==> src/rtl/dma_defs.svh <==
`ifndef DMA_DEFS_SVH
`define DMA_DEFS_SVH

// ********************
// BAR memory
`define DMA_RAM_DEPTH       64

// ********************
// TLP header
`define DMA_TYPE_MWR32      8'h40
`define DMA_MAX_BEATS       16

// ********************
// APB register byte offsets
`define DMA_REG_CTRL        9'h000
`define DMA_REG_DST         9'h004
`define DMA_REG_SRC         9'h008
`define DMA_REG_DONE_CNT    9'h00C
`define DMA_REG_RX_CNT      9'h010

`endif
==> src/rtl/dma_pkg.sv <==
package dma_pkg;

    // stream and memory widths
    typedef logic [127:0] tlp_beat_t;
    typedef logic [5:0]   ram_idx_t;
    typedef logic [4:0]   beat_cnt_t;
    typedef logic [9:0]   dw_len_t;
    typedef logic [31:0]  host_addr_t;

    // register bus
    typedef logic [8:0]   apb_addr_t;
    typedef logic [31:0]  apb_data_t;
    typedef logic [15:0]  tlp_cnt_t;

    typedef enum logic [1:0] {
        TX_IDLE,
        TX_HDR,
        TX_DATA
    } tx_state_t;

    typedef enum logic [1:0] {
        RX_IDLE,
        RX_DATA,
        RX_DROP
    } rx_state_t;

endpackage

==> src/rtl/dma_rx_ctrl.sv <==
`timescale 1ns/1ps
`include "dma_defs.svh"

module dma_rx_ctrl (
    input  logic               clk,
    input  logic               i_arst_n,
    input  logic               i_tvld,
    input  dma_pkg::tlp_beat_t i_tdata,
    input  logic               i_tlast,
    output logic               o_trdy,
    output logic               o_wr_en,
    output dma_pkg::ram_idx_t  o_wr_idx,
    output dma_pkg::tlp_beat_t o_wr_data,
    output logic               o_rx_done
);

    dma_pkg::rx_state_t state_q;
    dma_pkg::ram_idx_t  wr_idx_q;
    logic               trdy_q;
    logic               beat;
    logic               hdr_is_mwr;

    assign beat       = i_tvld & trdy_q;
    assign hdr_is_mwr = (i_tdata[7:0] == `DMA_TYPE_MWR32);

    // ********************
    // header decode and line stepping
    always_ff @(posedge clk or negedge i_arst_n)
    begin
        if (!i_arst_n)
        begin
            state_q  <= dma_pkg::RX_IDLE;
            wr_idx_q <= '0;
            trdy_q   <= 1'b0;
        end
        else
        begin
            // never back-pressures once out of reset
            trdy_q <= 1'b1;
            if (beat)
            begin
                case (state_q)
                    dma_pkg::RX_IDLE:
                    begin
                        // start line is byte address / 16, mod 64
                        wr_idx_q <= i_tdata[41:36];
                        if (!i_tlast)
                        begin
                            state_q <= hdr_is_mwr ? dma_pkg::RX_DATA : dma_pkg::RX_DROP;
                        end
                    end
                    dma_pkg::RX_DATA:
                    begin
                        wr_idx_q <= wr_idx_q + 1'b1;
                        if (i_tlast)
                        begin
                            state_q <= dma_pkg::RX_IDLE;
                        end
                    end
                    default:
                    begin
                        if (i_tlast)
                        begin
                            state_q <= dma_pkg::RX_IDLE;
                        end
                    end
                endcase
            end
        end
    end

    // write happens on the edge that takes the data beat
    assign o_trdy    = trdy_q;
    assign o_wr_en   = beat & (state_q == dma_pkg::RX_DATA);
    assign o_wr_idx  = wr_idx_q;
    assign o_wr_data = i_tdata;
    assign o_rx_done = beat & i_tlast &
                       ((state_q == dma_pkg::RX_DATA) |
                        ((state_q == dma_pkg::RX_IDLE) & hdr_is_mwr));

endmodule

==> config.mk <==
export PLATFORM = sky130hd
export DESIGN_NAME = dma_rx_ctrl
export DESIGN_NICKNAME = d
export VERILOG_FILES = /design/src/rtl/dma_pkg.sv /design/src/rtl/dma_rx_ctrl.sv
export VERILOG_INCLUDE_DIRS = /design/src /design/src/rtl
export SDC_FILE = /design/constraint.sdc
export NUM_CORES = 1
export LEC_CHECK = 0
export BUFFER_PORTS_ARGS = -buffer_cell sky130_fd_sc_hd__buf_2
export CORE_AREA = 4 4 103 105
export CTS_BUF_LIST = sky130_fd_sc_hd__clkbuf_8
export CTS_CLUSTER_DIAMETER = 40
export DETAILED_ROUTE_END_ITERATION = 10
export DIE_AREA = 0 0 107 109
export PLACE_DENSITY = 0.58
export SLEW_MARGIN = 20
export SYNTH_ARGS = -nofsm -noshare
export SYNTH_HDL_FRONTEND = slang
export SYNTH_SLANG_ARGS = --single-unit
==> constraint.sdc <==
create_clock -name clk -period 1 [get_ports clk]
set_input_delay 0.1 -clock clk [delete_from_list [all_inputs] [get_ports clk]]
set_output_delay 0.1 -clock clk [all_outputs]
set_load 0.1 [all_outputs]
==> metrics.md <==
| Metric | Value |
|---|---|
| Worst Path Arrival | 1250 ps |
| Final Net Count | 258 |
| Final Hold Fails | 0 |
| Max incr delay on CP | 460 ps |
| Crit-path leading delay family | flip-flops |
| Root Buffer | clkbuf_8 |
| Crit share post-route | 135% |
| Pins over their slew limit | 0 |
| CP max FO | 4 |
| Fillers | 1102 |
| CP startpoint kind | flip-flop |
| Synthesized cell area | 1480 µm² |
| RSZ-0062 raised after global routing | true |
| Ys async rst share | 100% |
| Max Fclk | 0.740 GHz |
| Core area | 9640 µm² |
| PD cells | 1780 nW/µm² |
| Number of global-route vias before repair | 850 |
| Kind of end point of the critical path | output port |
| Initial antenna violation count | 0 |
| Hold Path Class | input pin to flip-flop |
| Bufs and invs on worst path | 1 |
| Share of layout cells above drive strength 1 | 72.6% |
| Final HPWL DP | 2650 µm |
| Wire per inst | 12.9 µm |
| Largest net degree at the start of global routing | 10 |
| Initial Utilization | 15.4% |
| Antenna cells | 0 |
| Avg Cell Area, Syn | 8.11 µm² |
| Final WS setup | -351 ps |
| Count of flip-flops with a built-in enable after synthesis | 0 |
| Gpl congestion | 0.748 |
| Number of synthesized register bits | 9 |
| Commonest non-fill, non-tap cell in the layout | buf_12 |
| Crit path cell chain | and3b_2, o211a_4, buf_12 |
| Register Area | 246 µm² |
| TritonCTS buffer count | 3 |
| CTS tree | done |
| DR pass1 iterations | 3 |
| Max-Cap Viols | 0 |
| Clock sinks | 9 |
| DRT Wirelength | 3310 µm |
| Flop-to-flop setup slack | -320 ps |
| Data required, critical path | 900 ps |
| IO buf count | 40 |
| Final setup vio count | 15 |
| Setup Skew | 5.70 ps |
| Clock Path Buffers | 2 |
| VDD IR max | 0.714 mV |
| Post-DR vias/cell | 3.23 |
| Netlist cell types | 29 |
| Area delta synth->final | 5.56% |
| Grt ovf | 0 |
| DRC viols | 0 |
| IO Pins | 269 |
| DIE AREA | 11700 µm² |
| Htree depth | 1 |
| Worst setup path class | flip-flop to output port |
| Antenna Violating Nets Remaining | 0 |
| Failing checks | setup timing |
| Seq/Total Area, Yosys | 15.2% |
| Status | complete, but fails checks |
| Slowest-stage cell, CP | dfrtp_4 |
| Worst-Skew Late Latency | 230 ps |
| Fin util | 16.3% |
| # rows | 36 |
| DR iter-0 viols | 20 |
| Final Critical Period | 1350 ps |
| Most frequent cells in the layout | buf_12, buf_4, buf_2, buf_6 |
| GRT Overall Usage | 5.26% |
| Die Wd | 107 µm |
| Dominant synthesized flop cell | dfrtp_1 |
| Via count | 829 |
| Pwr Total | 2.78 mW |
| Global-route wire length before repair | 4620 µm |
| CTS clock-pin slew for the worst setup and hold paths | 40 ps |
| Die height | 109 µm |
| Synth warnings | 0 |
| Syn nets | 316 |
| Multi-input logic area | 335 µm² |
| Place WS | -322 ps |
| Static Leak | 0.655 nW |
| Synth Instances | 183 |
| WHS | 111 ps |
==> per-stage QoR <==
stage	instances	cell area, µm²	TNS (ps)
floorplan	183	1540	-3030
global placement	245	1420	-1520
detailed placement	245	1420	-1950
CTS	255	1550	-3110
global route	257	1570	-3430
finish	257	1570	-2780
==> flip-flops by register name (all words and copies together), names as in the netlist <==
| register | count |
|---|---|
| o_trdy | 1 |
| o_wr_idx | 6 |
| state_q | 2 |
==> report_power, final <==
group | switching, mW | internal, mW | leakage [nW]
Clock | 0.144 | 0.267 | 0.0269
Combinational | 1.06 | 0.730 | 0.529
Sequential | 0.107 | 0.478 | 0.0993
==> worst paths after layout <==
check	from	endpoint	cells after the start
setup / recovery	o_trdy$_DFF_PN0_	o_rx_done	3
hold / removal	i_tlast	state_q[0]$_DFFE_PN0P_	2
setup reg to reg	o_trdy$_DFF_PN0_	o_wr_idx[5]$_DFFE_PN0P_	6
hold reg to reg	o_wr_idx[0]$_DFFE_PN0P_	o_wr_idx[0]$_DFFE_PN0P_	1
max in group asynchronous	i_arst_n	o_trdy$_DFF_PN0_	2
min in group asynchronous	i_arst_n	o_wr_idx[3]$_DFFE_PN0P_	2
==> what timing repair did <==
item | 4_1_cts | 5_1_grt
hold buffers | 1 | 0
gates resized for setup | 11 | 2
buffers inserted | 4 | 3
hold endpoints to repair | 9 | 0
pin swaps | 5 | 1
gates cloned | 1 | 0
setup endpoints to repair | 15 | 16
==> cells in the mapped netlist (2+ instances only) <==
cell | count | area, µm²
buf_4 | 129 | 968
dfrtp_1 | 9 | 225
a21oi_1 | 7 | 35.0
o21ai_0 | 4 | 20.0
nand2_1 | 3 | 11.3
o22ai_1 | 3 | 18.8
nand2b_1 | 2 | 12.5
nand3_1 | 2 | 10.0
nand3_2 | 2 | 20.0
nor2_1 | 2 | 7.51
o21ai_1 | 2 | 10.0
==> metal layers <==
metal	up-vias	GRT usage [%]	routed length, µm
li1	349	-	-
met1	354	4.88	1070
met2	70	6.70	1310
met3	56	3.37	475
met4	0	7.31	451
met5	-	0	0
==> cell type report <==
type / instances / share of cell area [%]
clock inverters: 1 / 0.240
multi-input cells: 44 / 21.4
flip-flops and latches: 9 / 15.7
repair buffers: 67 / 49.4
clock buffers: 3 / 2.64
well taps: 133 / 10.6
==> worst reg2reg max path: cells and delay by family (launching register included) <==
kind                   cells  cell delay [ps]
DFF                        1              460
and+or+nand+nor            3              390
buffers and inverters      2              280
AOI/OAI and AO/OA          1              120
==> kinds of logic after synthesis <==
family / count (synthesis) / share of synthesized area (%)
compound gates: 20 / 7.84
buf+inv: 130 / 66.0
flops: 9 / 15.2
fa+ha+maj: 1 / 0.843
mux: 1 / 0.675
simple gates: 21 / 9.19
other cells: 1 / 0.253
No activity file was read; power rests on OpenSTA's default activity.
