File: src/rtl/dma_defs.svh
`ifndef DMA_DEFS_SVH
`define DMA_DEFS_SVH

// ********************
// BAR memory
`define DMA_RAM_DEPTH       64

// ********************
// TLP header
`define DMA_TYPE_MWR32      8'h40
`define DMA_MAX_BEATS       16

// ********************
// APB register byte offsets
`define DMA_REG_CTRL        9'h000
`define DMA_REG_DST         9'h004
`define DMA_REG_SRC         9'h008
`define DMA_REG_DONE_CNT    9'h00C
`define DMA_REG_RX_CNT      9'h010

`endif
File: src/rtl/dma_pkg.sv
package dma_pkg;

    // stream and memory widths
    typedef logic [127:0] tlp_beat_t;
    typedef logic [5:0]   ram_idx_t;
    typedef logic [4:0]   beat_cnt_t;
    typedef logic [9:0]   dw_len_t;
    typedef logic [31:0]  host_addr_t;

    // register bus
    typedef logic [8:0]   apb_addr_t;
    typedef logic [31:0]  apb_data_t;
    typedef logic [15:0]  tlp_cnt_t;

    typedef enum logic [1:0] {
        TX_IDLE,
        TX_HDR,
        TX_DATA
    } tx_state_t;

    typedef enum logic [1:0] {
        RX_IDLE,
        RX_DATA,
        RX_DROP
    } rx_state_t;

endpackage

File: src/rtl/dma_apb_regs.sv
`timescale 1ns/1ps
`include "dma_defs.svh"

module dma_apb_regs (
    input  logic                clk,
    input  logic                i_arst_n,
    input  logic                i_apb_psel,
    input  dma_pkg::apb_addr_t  i_apb_paddr,
    input  dma_pkg::apb_data_t  i_apb_pwdata,
    input  logic                i_apb_pwrite,
    input  logic                i_apb_penable,
    input  logic                i_tx_busy,
    input  logic                i_tx_done,
    input  logic                i_rx_done,
    output logic                o_apb_prdy,
    output dma_pkg::apb_data_t  o_apb_prdata,
    output logic                o_start,
    output dma_pkg::host_addr_t o_dst_addr,
    output dma_pkg::ram_idx_t   o_src_idx,
    output dma_pkg::beat_cnt_t  o_beat_cnt
);

    dma_pkg::host_addr_t dst_q;
    dma_pkg::ram_idx_t   src_idx_q;
    dma_pkg::beat_cnt_t  beat_cnt_q;
    dma_pkg::tlp_cnt_t   done_cnt_q;
    dma_pkg::tlp_cnt_t   rx_cnt_q;
    logic                start_q;
    logic                access;
    logic                wr_access;
    logic                busy_flag;
    logic                start_req;

    assign access    = i_apb_psel & i_apb_penable;
    assign wr_access = access & i_apb_pwrite;

    // a start still pending counts as busy
    assign busy_flag = i_tx_busy | start_q;
    assign start_req = wr_access & (i_apb_paddr == `DMA_REG_CTRL) &
                       i_apb_pwdata[0] & ~busy_flag;

    always_ff @(posedge clk or negedge i_arst_n)
    begin
        if (!i_arst_n)
        begin
            dst_q      <= '0;
            src_idx_q  <= '0;
            beat_cnt_q <= '0;
            start_q    <= 1'b0;
            done_cnt_q <= '0;
            rx_cnt_q   <= '0;
        end
        else
        begin
            start_q <= start_req;
            if (wr_access && (i_apb_paddr == `DMA_REG_DST))
            begin
                dst_q <= i_apb_pwdata;
            end
            if (wr_access && (i_apb_paddr == `DMA_REG_SRC))
            begin
                src_idx_q  <= i_apb_pwdata[5:0];
                beat_cnt_q <= i_apb_pwdata[12:8];
            end
            // ********************
            // tlp counters
            if (i_tx_done)
            begin
                done_cnt_q <= done_cnt_q + 1'b1;
            end
            if (i_rx_done)
            begin
                rx_cnt_q <= rx_cnt_q + 1'b1;
            end
        end
    end

    // no wait states
    always_comb
    begin
        o_apb_prdata = '0;
        if (access)
        begin
            case (i_apb_paddr)
                `DMA_REG_CTRL:     o_apb_prdata[0]     = busy_flag;
                `DMA_REG_DST:      o_apb_prdata        = dst_q;
                `DMA_REG_SRC:
                begin
                    o_apb_prdata[5:0]  = src_idx_q;
                    o_apb_prdata[12:8] = beat_cnt_q;
                end
                `DMA_REG_DONE_CNT: o_apb_prdata[15:0]  = done_cnt_q;
                `DMA_REG_RX_CNT:   o_apb_prdata[15:0]  = rx_cnt_q;
                default:           o_apb_prdata        = '0;
            endcase
        end
    end

    assign o_apb_prdy = access;
    assign o_start    = start_q;
    assign o_dst_addr = dst_q;
    assign o_src_idx  = src_idx_q;
    assign o_beat_cnt = beat_cnt_q;

endmodule

File: config.mk
export PLATFORM = sky130hd
export DESIGN_NAME = dma_apb_regs
export DESIGN_NICKNAME = d
export VERILOG_FILES = /design/src/rtl/dma_pkg.sv /design/src/rtl/dma_apb_regs.sv
export VERILOG_INCLUDE_DIRS = /design/src /design/src/rtl
export SDC_FILE = /design/constraint.sdc
export NUM_CORES = 1
export LEC_CHECK = 0
export ABC_AREA = 1
export BUFFER_PORTS_ARGS = -buffer_cell sky130_fd_sc_hd__buf_4
export CAP_MARGIN = 20
export CORE_ASPECT_RATIO = 1.75
export CORE_UTILIZATION = 32
export CTS_BUF_LIST = sky130_fd_sc_hd__clkbuf_2
export DETAILED_ROUTE_END_ITERATION = 10
export PLACE_DENSITY = 0.54
export SETUP_SLACK_MARGIN = 0.15
export SLEW_MARGIN = 20
export SYNTH_ARGS = -nofsm -noshare
export SYNTH_HDL_FRONTEND = slang
export SYNTH_SLANG_ARGS = --single-unit
File: constraint.sdc
create_clock -name clk -period 2 [get_ports clk]
set_input_delay 0.2 -clock clk [delete_from_list [all_inputs] [get_ports clk]]
set_output_delay 0.2 -clock clk [all_outputs]
set_load 0.01 [all_outputs]
==> results by group <==
Detailed routing
  • Routed len/inst: 14.1 um
  • Drt first pass iters: 4
  • 1st-iter DRT viols: 218
  • Drt via density: 4.61
  • Vias: 4139
  • Residual DRC: 0
  • Antenna Nets Post-Route: 0
  • Post-Route WL: 12.6 mm

Timing
  • Min cycle time layout: 1.85 ns
  • Final period util: 92.7%
  • Hold_ws: 0.178 ns
  • Setup repair after global routing missed its margin: true
  • Final Hold Fails: 0
  • Setup violators final: 0
  • Max-slew violation count: 0
  • Final TNS setup: 0 ns
  • Skew final: 0.0303 ns
  • Fmax: 539 MHz
  • Max_slew headroom: about two thirds
  • Worst Max-Slew Pin Slew: 0.478 ns
  • Final worst slack: 0.145 ns

GRT
  • GRT met3 Usage: 3.62%
  • Initial antenna violation count: 1
  • Met1 usage: 22.4%
  • Overall routing resource usage: 19.7%
  • Top Usage Layer GRT: met2
  • First-pass GRT wire length: 20.4 mm
  • Vias in the first global route: 4185
  • Pin count of the biggest net entering global routing: 44
  • GR Layer Usage met2: 35.8%
  • Remaining global-route overflow: 0

Place
  • Final HPWL DP: 9.51 mm
  • IO buf count: ~130
  • Worst slack, placed: 0.252 ns
  • GP Congestion: 0.880

Setup path
  • CP Launch Point: o_start
  • Crit-path max FO: 2
  • Delay-heaviest family, CP: simple AND/OR/NAND/NOR gates
  • Critical Path End Type: output port
  • R2R Path Start: o_start
  • Worst path slowest cell: dfrtp_1
  • CP Class: flip-flop to output port
  • Largest stage delay on the critical path: 0.43 ns
  • CP Buf/Inv Count: 1
  • Worst endpoint data arrival time: 1.65 ns
  • Crit-path cells: or2_4 -> nand3_2 -> nand2_2 -> nor2_2 -> a21oi_2 -> buf_4
  • Worst setup SP type: flip-flop
  • WP data required: 1.80 ns

Power and ir drop
  • Pwr Density: 615 nW/um2
  • Lkg Pwr: 3.08 nW
  • Worst VDD drop: 0.323 mV

Floorplan
  • Initial Util: 33.3%
  • Io pins: 126
  • Die height: roughly 150 um
  • Die Footprint: 13500 um2
  • Core ar.: 12600 um2
  • Rows: 54
  • Die W: just under 90 um

Clock network
  • Maximum level of the CTS H-tree: 3
  • TritonCTS clock tree: done
  • Clock Path Buffers: 2
  • Reg clk slew, reported paths: around 0.2 ns
  • Clock latency on the worst-skew pair: 0.52 ns
  • Root Buffer: clkbuf_2
  • TritonCTS Buffers: 9
  • Clk sink count: 76

Final layout
  • Commonest non-fill, non-tap cell in the layout: nand2_1
  • Layout filler cell count: 1318
  • Final net count: just under 800
  • Final Util: 46.6%
  • Share of cells above drive strength 1: between 20% and 30%
  • Area grow syn2layout: 40.0%
  • Most frequent cells in the layout: 180 x nand2_1, 139 x buf_4, 71 x dfrtp_1

Worst hold path
  • Worst min path class: input port to asynchronous set/reset pin

Job
  • Max cap viols: 0

Yosys
  • Syn Nets: 604
  • Seq/Total Area, Yosys: 45.5%
  • Mapped Cells: 553
  • Number of library cell types mapped by synthesis: 29
  • Synthesized cell area: approximately 4200 um2
  • Ys Warns: 0
  • #FFs+latches synth: 76
  • Mean Syn Cell Area: around 7.6 um2

Run status
  • Status: finished clean
## metrics by stage
step                instance area [um2]  cells  power, mW
detailed placement                 5280    839       2.56
global placement                   5280    839       2.54
finish                             5850    898       3.60
CTS                                5810    894       3.59
global route                       5850    898       3.81
floorplan                          4180    553       2.27
## report_power, final
group | switching, mW | total, mW | internal (mW)
Combinational | 0.395 | 0.723 | 0.328
Clock | 0.534 | 0.953 | 0.419
Sequential | 0.207 | 1.92 | 1.72
Total | 1.14 | 3.60 | 2.46
## cells in the mapped netlist (all sizes together)
master,count,area (um2)
a21oi,1,5.00
xnor2,4,35.0
or2,1,6.26
clkbuf,4,15.0
o21ai,32,201
nor3,11,65.1
ha,2,25.0
nor2,76,325
nand3,59,308
nand4,3,18.8
dfrtp,76,1900
nor4,1,6.26
inv,64,245
nand2,186,729
xor2,20,175
buf,13,116
## layer usage
metal,routed length (um),vias up,share of wire [%]
li1,-,2055,-
met1,4840,1963,38
met2,7030,100,56
met3,518,21,4.1
met4,238,0,1.9
met5,0,-,0
## path summary, 6_finish.rpt
check                           depth (start not counted)              end  slack [ns]
worst min register to register                          1     rx_cnt_q[15]        0.48
max in group asynchronous                               3    done_cnt_q[3]        1.19
worst max-delay path                                    6  o_apb_prdata[0]        0.15
worst min-delay path                                    2     o_src_idx[5]        0.18
min in group clk                                        8    o_dst_addr[7]        0.27
worst max register to register                          3          o_start        0.44
## kinds of logic (layout without fill, tap and decap cells)
group                    Yosys count  count (layout)  share of synthesized area [%]
AND/OR/NAND/NOR                  337             337                           34.9
buffers and inverters             81             257                           9.01
flip-flops                        76              76                           45.5
AO/OA/AOI/OAI                     33              33                           4.94
XOR/XNOR                          24              24                           5.03
adder cells (fa/ha/maj)            2               2                          0.599
other                              0               1                              0
## flip-flops by register name, indices dropped and copies added, names as in the netlist
register,count
o_beat_cnt,5
done_cnt_q,16
rx_cnt_q,16
o_start,1
o_src_idx,6
o_dst_addr,32
## worst reg2reg max path, cell delays in order (launching register included)
cell           delay (ns)
dfrtp_1              0.43
or2_4                0.27
nor4_1               0.24
dlygate4sd3_1        0.58
## area by class of cell
cell class | instances | area (um2) | share of cell area, %
diodes | 1 | 2.50 | 0.0428
repair buffers | 177 | 1430 | 24.5
clock buffers | 11 | 55.1 | 0.941
multi-input cells | 396 | 1920 | 32.8
flip-flops and latches | 76 | 1910 | 32.6
clock inverters | 5 | 76.3 | 1.30
inverters | 64 | 245 | 4.19
well taps | 168 | 210 | 3.59
## timing repair
item,in CTS,in global routing
buffers inserted,2,3
endpoints found under the hold margin,85,0
hold buffers,37,0
setup endpoints to repair,2,11
gates resized for setup,3,17
pin swaps,5,4
(Power assumes the default switching activity.)
