**src/rtl/dma_defs.svh**
```systemverilog
`ifndef DMA_DEFS_SVH
`define DMA_DEFS_SVH

// ********************
// BAR memory
`define DMA_RAM_DEPTH       64

// ********************
// TLP header
`define DMA_TYPE_MWR32      8'h40
`define DMA_MAX_BEATS       16

// ********************
// APB register byte offsets
`define DMA_REG_CTRL        9'h000
`define DMA_REG_DST         9'h004
`define DMA_REG_SRC         9'h008
`define DMA_REG_DONE_CNT    9'h00C
`define DMA_REG_RX_CNT      9'h010

`endif
```
**src/rtl/dma_pkg.sv**
```systemverilog
package dma_pkg;

    // stream and memory widths
    typedef logic [127:0] tlp_beat_t;
    typedef logic [5:0]   ram_idx_t;
    typedef logic [4:0]   beat_cnt_t;
    typedef logic [9:0]   dw_len_t;
    typedef logic [31:0]  host_addr_t;

    // register bus
    typedef logic [8:0]   apb_addr_t;
    typedef logic [31:0]  apb_data_t;
    typedef logic [15:0]  tlp_cnt_t;

    typedef enum logic [1:0] {
        TX_IDLE,
        TX_HDR,
        TX_DATA
    } tx_state_t;

    typedef enum logic [1:0] {
        RX_IDLE,
        RX_DATA,
        RX_DROP
    } rx_state_t;

endpackage

```
**src/rtl/dma_mwr_tx.sv**
```systemverilog
`timescale 1ns/1ps
`include "dma_defs.svh"

module dma_mwr_tx (
    input  logic                clk,
    input  logic                i_arst_n,
    input  logic [7:0]          i_cfg_pbus_num,
    input  logic [4:0]          i_cfg_pbus_dev_num,
    input  logic                i_start,
    input  dma_pkg::host_addr_t i_dst_addr,
    input  dma_pkg::ram_idx_t   i_src_idx,
    input  dma_pkg::beat_cnt_t  i_beat_cnt,
    input  dma_pkg::tlp_beat_t  i_rd_data,
    input  logic                i_trdy,
    output logic                o_rd_en,
    output dma_pkg::ram_idx_t   o_rd_idx,
    output logic                o_tvld,
    output dma_pkg::tlp_beat_t  o_tdata,
    output logic                o_tlast,
    output logic                o_busy,
    output logic                o_tx_done
);

    dma_pkg::tx_state_t state_q;
    dma_pkg::beat_cnt_t start_cnt;
    dma_pkg::beat_cnt_t rd_left_q;
    dma_pkg::beat_cnt_t out_left_q;
    dma_pkg::ram_idx_t  rd_idx_q;
    dma_pkg::tlp_beat_t hold_data_q;
    dma_pkg::tlp_beat_t hdr_beat;
    dma_pkg::dw_len_t   hdr_len;
    logic               hold_vld_q;
    logic               rd_pend_q;
    logic               done_q;
    logic               idle;
    logic               load;
    logic               acc;
    logic               out_free;
    logic               out_from_hold;
    logic               out_from_rd;
    logic               hold_from_rd;
    logic               rd_more;
    logic [1:0]         items;

    // count of 0 sends one beat, above the limit is capped
    assign start_cnt = (i_beat_cnt == '0) ? dma_pkg::beat_cnt_t'(1) :
                       (i_beat_cnt > dma_pkg::beat_cnt_t'(`DMA_MAX_BEATS)) ?
                       dma_pkg::beat_cnt_t'(`DMA_MAX_BEATS) : i_beat_cnt;
    assign hdr_len   = dma_pkg::dw_len_t'(start_cnt) << 2;

    always_comb
    begin
        hdr_beat         = '0;
        hdr_beat[7:0]    = `DMA_TYPE_MWR32;
        hdr_beat[17:8]   = hdr_len;
        hdr_beat[63:32]  = i_dst_addr;
        // requester id, function 0
        hdr_beat[79:64]  = {i_cfg_pbus_num, i_cfg_pbus_dev_num, 3'b000};
    end

    // ********************
    // read scheduling
    assign idle     = (state_q == dma_pkg::TX_IDLE);
    assign load     = i_start;
    assign acc      = o_tvld & i_trdy;
    assign out_free = ~o_tvld | acc;

    // beats that still occupy a slot after this edge
    assign items   = {1'b0, o_tvld & ~i_trdy} + {1'b0, hold_vld_q} + {1'b0, rd_pend_q};
    assign rd_more = ~idle & (rd_left_q != '0) & (items <= 2'd1);

    assign o_rd_en  = load | rd_more;
    assign o_rd_idx = idle ? i_src_idx : rd_idx_q;

    assign out_from_hold = ~idle & out_free & hold_vld_q;
    assign out_from_rd   = ~idle & out_free & ~hold_vld_q & rd_pend_q;
    assign hold_from_rd  = ~idle & rd_pend_q & ~out_from_rd;

    always_ff @(posedge clk or negedge i_arst_n)
    begin
        if (!i_arst_n)
        begin
            state_q    <= dma_pkg::TX_IDLE;
            o_tvld     <= 1'b0;
            o_tlast    <= 1'b0;
            hold_vld_q <= 1'b0;
            rd_pend_q  <= 1'b0;
            rd_left_q  <= '0;
            out_left_q <= '0;
            rd_idx_q   <= '0;
            done_q     <= 1'b0;
        end
        else
        begin
            rd_pend_q <= o_rd_en;
            done_q    <= acc & o_tlast;
            if (load)
            begin
                state_q    <= dma_pkg::TX_HDR;
                o_tvld     <= 1'b1;
                o_tlast    <= 1'b0;
                hold_vld_q <= 1'b0;
                rd_left_q  <= start_cnt - 1'b1;
                out_left_q <= start_cnt;
                rd_idx_q   <= i_src_idx + 1'b1;
            end
            else if (!idle)
            begin
                if (out_from_hold || out_from_rd)
                begin
                    o_tvld     <= 1'b1;
                    o_tlast    <= (out_left_q == dma_pkg::beat_cnt_t'(1));
                    out_left_q <= out_left_q - 1'b1;
                end
                else if (out_free)
                begin
                    o_tvld  <= 1'b0;
                    o_tlast <= 1'b0;
                end
                if (out_from_hold)
                begin
                    hold_vld_q <= rd_pend_q;
                end
                else if (hold_from_rd)
                begin
                    hold_vld_q <= 1'b1;
                end
                if (rd_more)
                begin
                    rd_left_q <= rd_left_q - 1'b1;
                    rd_idx_q  <= rd_idx_q + 1'b1;
                end
                if (state_q == dma_pkg::TX_HDR && acc)
                begin
                    state_q <= dma_pkg::TX_DATA;
                end
                else if (state_q == dma_pkg::TX_DATA && acc && o_tlast)
                begin
                    state_q <= dma_pkg::TX_IDLE;
                end
            end
        end
    end

    // beat payload
    always_ff @(posedge clk)
    begin
        if (load)
        begin
            o_tdata <= hdr_beat;
        end
        else if (out_from_hold)
        begin
            o_tdata <= hold_data_q;
        end
        else if (out_from_rd)
        begin
            o_tdata <= i_rd_data;
        end
        if (hold_from_rd || (out_from_hold && rd_pend_q))
        begin
            hold_data_q <= i_rd_data;
        end
    end

    assign o_busy    = ~idle;
    assign o_tx_done = done_q;

endmodule

```
**config.mk**
```make
export PLATFORM = sky130hd
export DESIGN_NAME = dma_mwr_tx
export DESIGN_NICKNAME = d
export VERILOG_FILES = /design/src/rtl/dma_pkg.sv /design/src/rtl/dma_mwr_tx.sv
export VERILOG_INCLUDE_DIRS = /design/src /design/src/rtl
export SDC_FILE = /design/constraint.sdc
export NUM_CORES = 1
export LEC_CHECK = 0
export ABC_AREA = 1
export BUFFER_PORTS_ARGS = -buffer_cell sky130_fd_sc_hd__buf_2
export CELL_PAD_IN_SITES_DETAIL_PLACEMENT = 0
export CELL_PAD_IN_SITES_GLOBAL_PLACEMENT = 1
export CORE_ASPECT_RATIO = 0.75
export CORE_MARGIN = 4
export CORE_UTILIZATION = 43
export DETAILED_ROUTE_END_ITERATION = 10
export PLACE_DENSITY_LB_ADDON = 0.1
export SLEW_MARGIN = 20
export SYNTH_ARGS = -nofsm -noshare
export SYNTH_HDL_FRONTEND = slang
export SYNTH_SLANG_ARGS = --single-unit
```
**constraint.sdc**
```tcl
create_clock -name clk -period 18 [get_ports clk]
set_input_delay 2.7 -clock clk [delete_from_list [all_inputs] [get_ports clk]]
set_output_delay 2.7 -clock clk [all_outputs]
set_load 0.05 [all_outputs]
```
==> reports/metrics.cfg <==
[clock_tree]
ctsHtreeMaxLevel=1
cts_buffer_depth=3
cts_tree=yes
post_cts_buffers=0
cts_resized=0
holdBufCountCts=0
insertion_delay_ns=0.54
root_buffer=clkbuf_16
clkSinkCount=279
numCtsBuffers=29
path_clk_slew_ns=0.06

[synth]
seq_area_frac_synth_pct=64.90
async_flop_share_pct=8.244
synth_common_cells=nand2_1 (267), edfxtp_1 (178), a21oi_1 (94)
synth_top_area_share_pct=46.36
synth_area_mm2=0.01153
synth_nets=1220
synth_cell_type_count=38
synth_edf_count=178
post-synth-top-area-cell=edfxtp_1
ys_top_cells_by_area=edfxtp_1 (46%), dfxtp_1 (14%), nand2_1 (8.7%), dfrtp_1 (5.0%), a21oi_1 (4.1%)
synth-seq-cells=279
yosysWarningCount=0
yosysMostFrequentCell=nand2_1
synthCells=1027
synth_flop_cell=edfxtp_1
postSynthAreaPerCell_um2=11.23

[global_routing]
overflow=0
grt_pass1_vias=8134
grt_max_degree=80
grt_pass1_wl_um=45960
grt_usage_pct=19.25
grt_antenna_before_repair=5

[routing]
drt_iter0_drc=467
route.vias.total=8438
wl_met1_um=14060
via_per_inst=4.952
remaining_drc_errors=0
routed-wl-met3_um=2045
top_layer_used=met5
dr_wl_met2_um=13270
drt-wirelength-per-cell_um=17.55
dr.pass1.iters=4
ant_nets=0
routed_wl_um=29900

[placed_design]
port_buffers=326
dp_hpwl_um=19170
gp_congestion=0.7569
place_inst=1646

[worst_setup_path]
required_ns=15.30
path_class=in2out
worst_ep_arrival_time_ns=4.52
rr_worst_depth=8
end_kind=output pin
crit_fanout=18
startpoint_type=input port
worstReg2RegEnd=o_tvld
regToRegSetupSlack_ns=15.39
r2r-start=state_q[1]

[sta]
tns_ns=0
finalSetupViolCount=0
hold_viol_final=0
fmax_mhz=138.4
fin_crit_sh_pct=40.14
worst_slew_pin_slew_ns=0.9994
rsz0062_at_grt=false
period_minus_slack_ns=7.224
finalMaxSlewViolations=0
skew_ns=0.008105
relSlewSlack_pct=33.38

[pwr]
power_switching_uw=655.4
p_leak_nw=6.185
max-vdd-ir-drop_uv=70.33
power.density_mw_per_mm2=136.2
switching_share_pct=33.84
seq_power_share_pct=43.9
pwr-share-comb_pct=25.0
p_int_mw=1.281
p_clk_share_pct=31.1

[die]
die_h_um=149.8
die-area_mm2=0.02952
core_area_mm2=0.02616
io_pins=327
row_count=51
die_x_um=197.1
start_util_pct=44.07

[cells_and_area]
stdcell_count=1704
syn2layout_area_growth_pct=23.36
layout.nets=1526
drive_gt1_share_pct=32.60

[run]
cap_violations=0

[hold_path]
hold_start=o_tdata[27]
hold-path-endpoint=o_tdata[27]
holdPathStages=2
holdCritPathClass=reg2reg

[run_status]
status=completed

==> through the flow <==
stage	setup slack, ns	cell area [um^2]	hold slack [ns]	total power, mW	utilization, %
2_1_floorplan	8.294	11530	0.4756	1.237	-
3_3_place_gp	10.85	13250	0.4316	1.350	50.63
3_5_place_dp	10.79	13250	0.4343	1.353	50.63
4_1_cts	10.79	14210	0.4505	1.962	54.32
5_1_grt	10.62	14220	0.4634	2.032	54.35
6_report	10.78	14220	0.4462	1.937	54.36
==> how the worst max path moves through the flow <==
stage | startpoint | depth (start not counted) | endpoint
floorplan | i_trdy | 3 | hold_data_q[0]
global route | i_trdy | 7 | o_rd_en
CTS | i_trdy | 7 | o_rd_en
global placement | i_trdy | 7 | o_rd_en
detailed placement | i_trdy | 7 | o_rd_en
finish | i_trdy | 7 | o_rd_en
==> power by group through the flow <==
stage / logic (mW) / clock network (mW) / registers, mW
floorplan: 0.203 / 0 / 1.03
global placement: 0.489 / 0 / 0.861
detailed placement: 0.490 / 0 / 0.863
CTS: 0.491 / 0.619 / 0.851
global route: 0.525 / 0.646 / 0.862
finish: 0.485 / 0.601 / 0.850
==> logic make-up (layout without fill, tap and decap cells) <==
family | count (synthesis) | after routing | synth area share (%)
other | 0 | 4 | 0
AND/OR/NAND/NOR | 439 | 439 | 16.81
buffers and inverters | 90 | 419 | 4.743
flip-flops | 279 | 279 | 64.90
AO/OA/AOI/OAI | 210 | 210 | 12.70
XOR/XNOR | 4 | 4 | 0.3039
adder cells (fa/ha/maj) | 5 | 5 | 0.5427
==> cell type report <==
| cell class | instances | area, um^2 |
|---|---|---|
| Multi-Input combinational cell | 658 | 3518 |
| Timing Repair Buffer | 336 | 1707 |
| Inverter | 29 | 108.9 |
| Sequential cell | 279 | 7482 |
| Antenna cell | 4 | 10.01 |
| Fill cell | 2388 | 11940 |
| Tap cell | 344 | 430.4 |
| Clock buffer | 45 | 867.1 |
| Clock inverter | 9 | 97.59 |
==> registers in the layout (all words and copies together), names as in the netlist <==
register and cells:
out_left_q 5, o_tlast 1, o_tx_done 1, o_tdata 128, rd_pend_q 1, rd_idx_q 6
rd_left_q 5, hold_data_q 128, hold_vld_q 1, o_tvld 1, state_q 2
==> worst max-delay path, cell delays in order <==
cell,delay [ns]
buf_2,0.14
nor2_4,0.18
ha_1,0.26
a21oi_1,0.19
nand3_2,0.18
nand2_1,0.50
buf_2,0.38
==> per-layer routing <==
layer / GRT usage, % / vias to the layer above
li1: - / 4157
met1: 29.19 / 3967
met2: 28.69 / 270
met3: 3.961 / 40
met4: 4.193 / 4
met5: 0 / -
==> layout by cell type (no fill, tap or decap), types with 3 or more instances in the layout <==
cell       instances
a21oi_1           93
a31oi_1            3
buf_2            326
buf_4             10
clkbuf_1           9
clkbuf_16         30
clkbuf_8           6
clkinv_2           5
dfrtp_1           23
dfxtp_1           78
diode_2            4
edfxtp_1         178
ha_1               5
inv_1             25
inv_2              4
nand2_1          266
nand3_1           20
nor2_1            61
nor2_4             4
o211ai_1          47
o211ai_2          36
o21ai_0           23
or2_0             36
or2_1             34
or2_2             12
No activity file was read; power rests on OpenSTA's default activity.
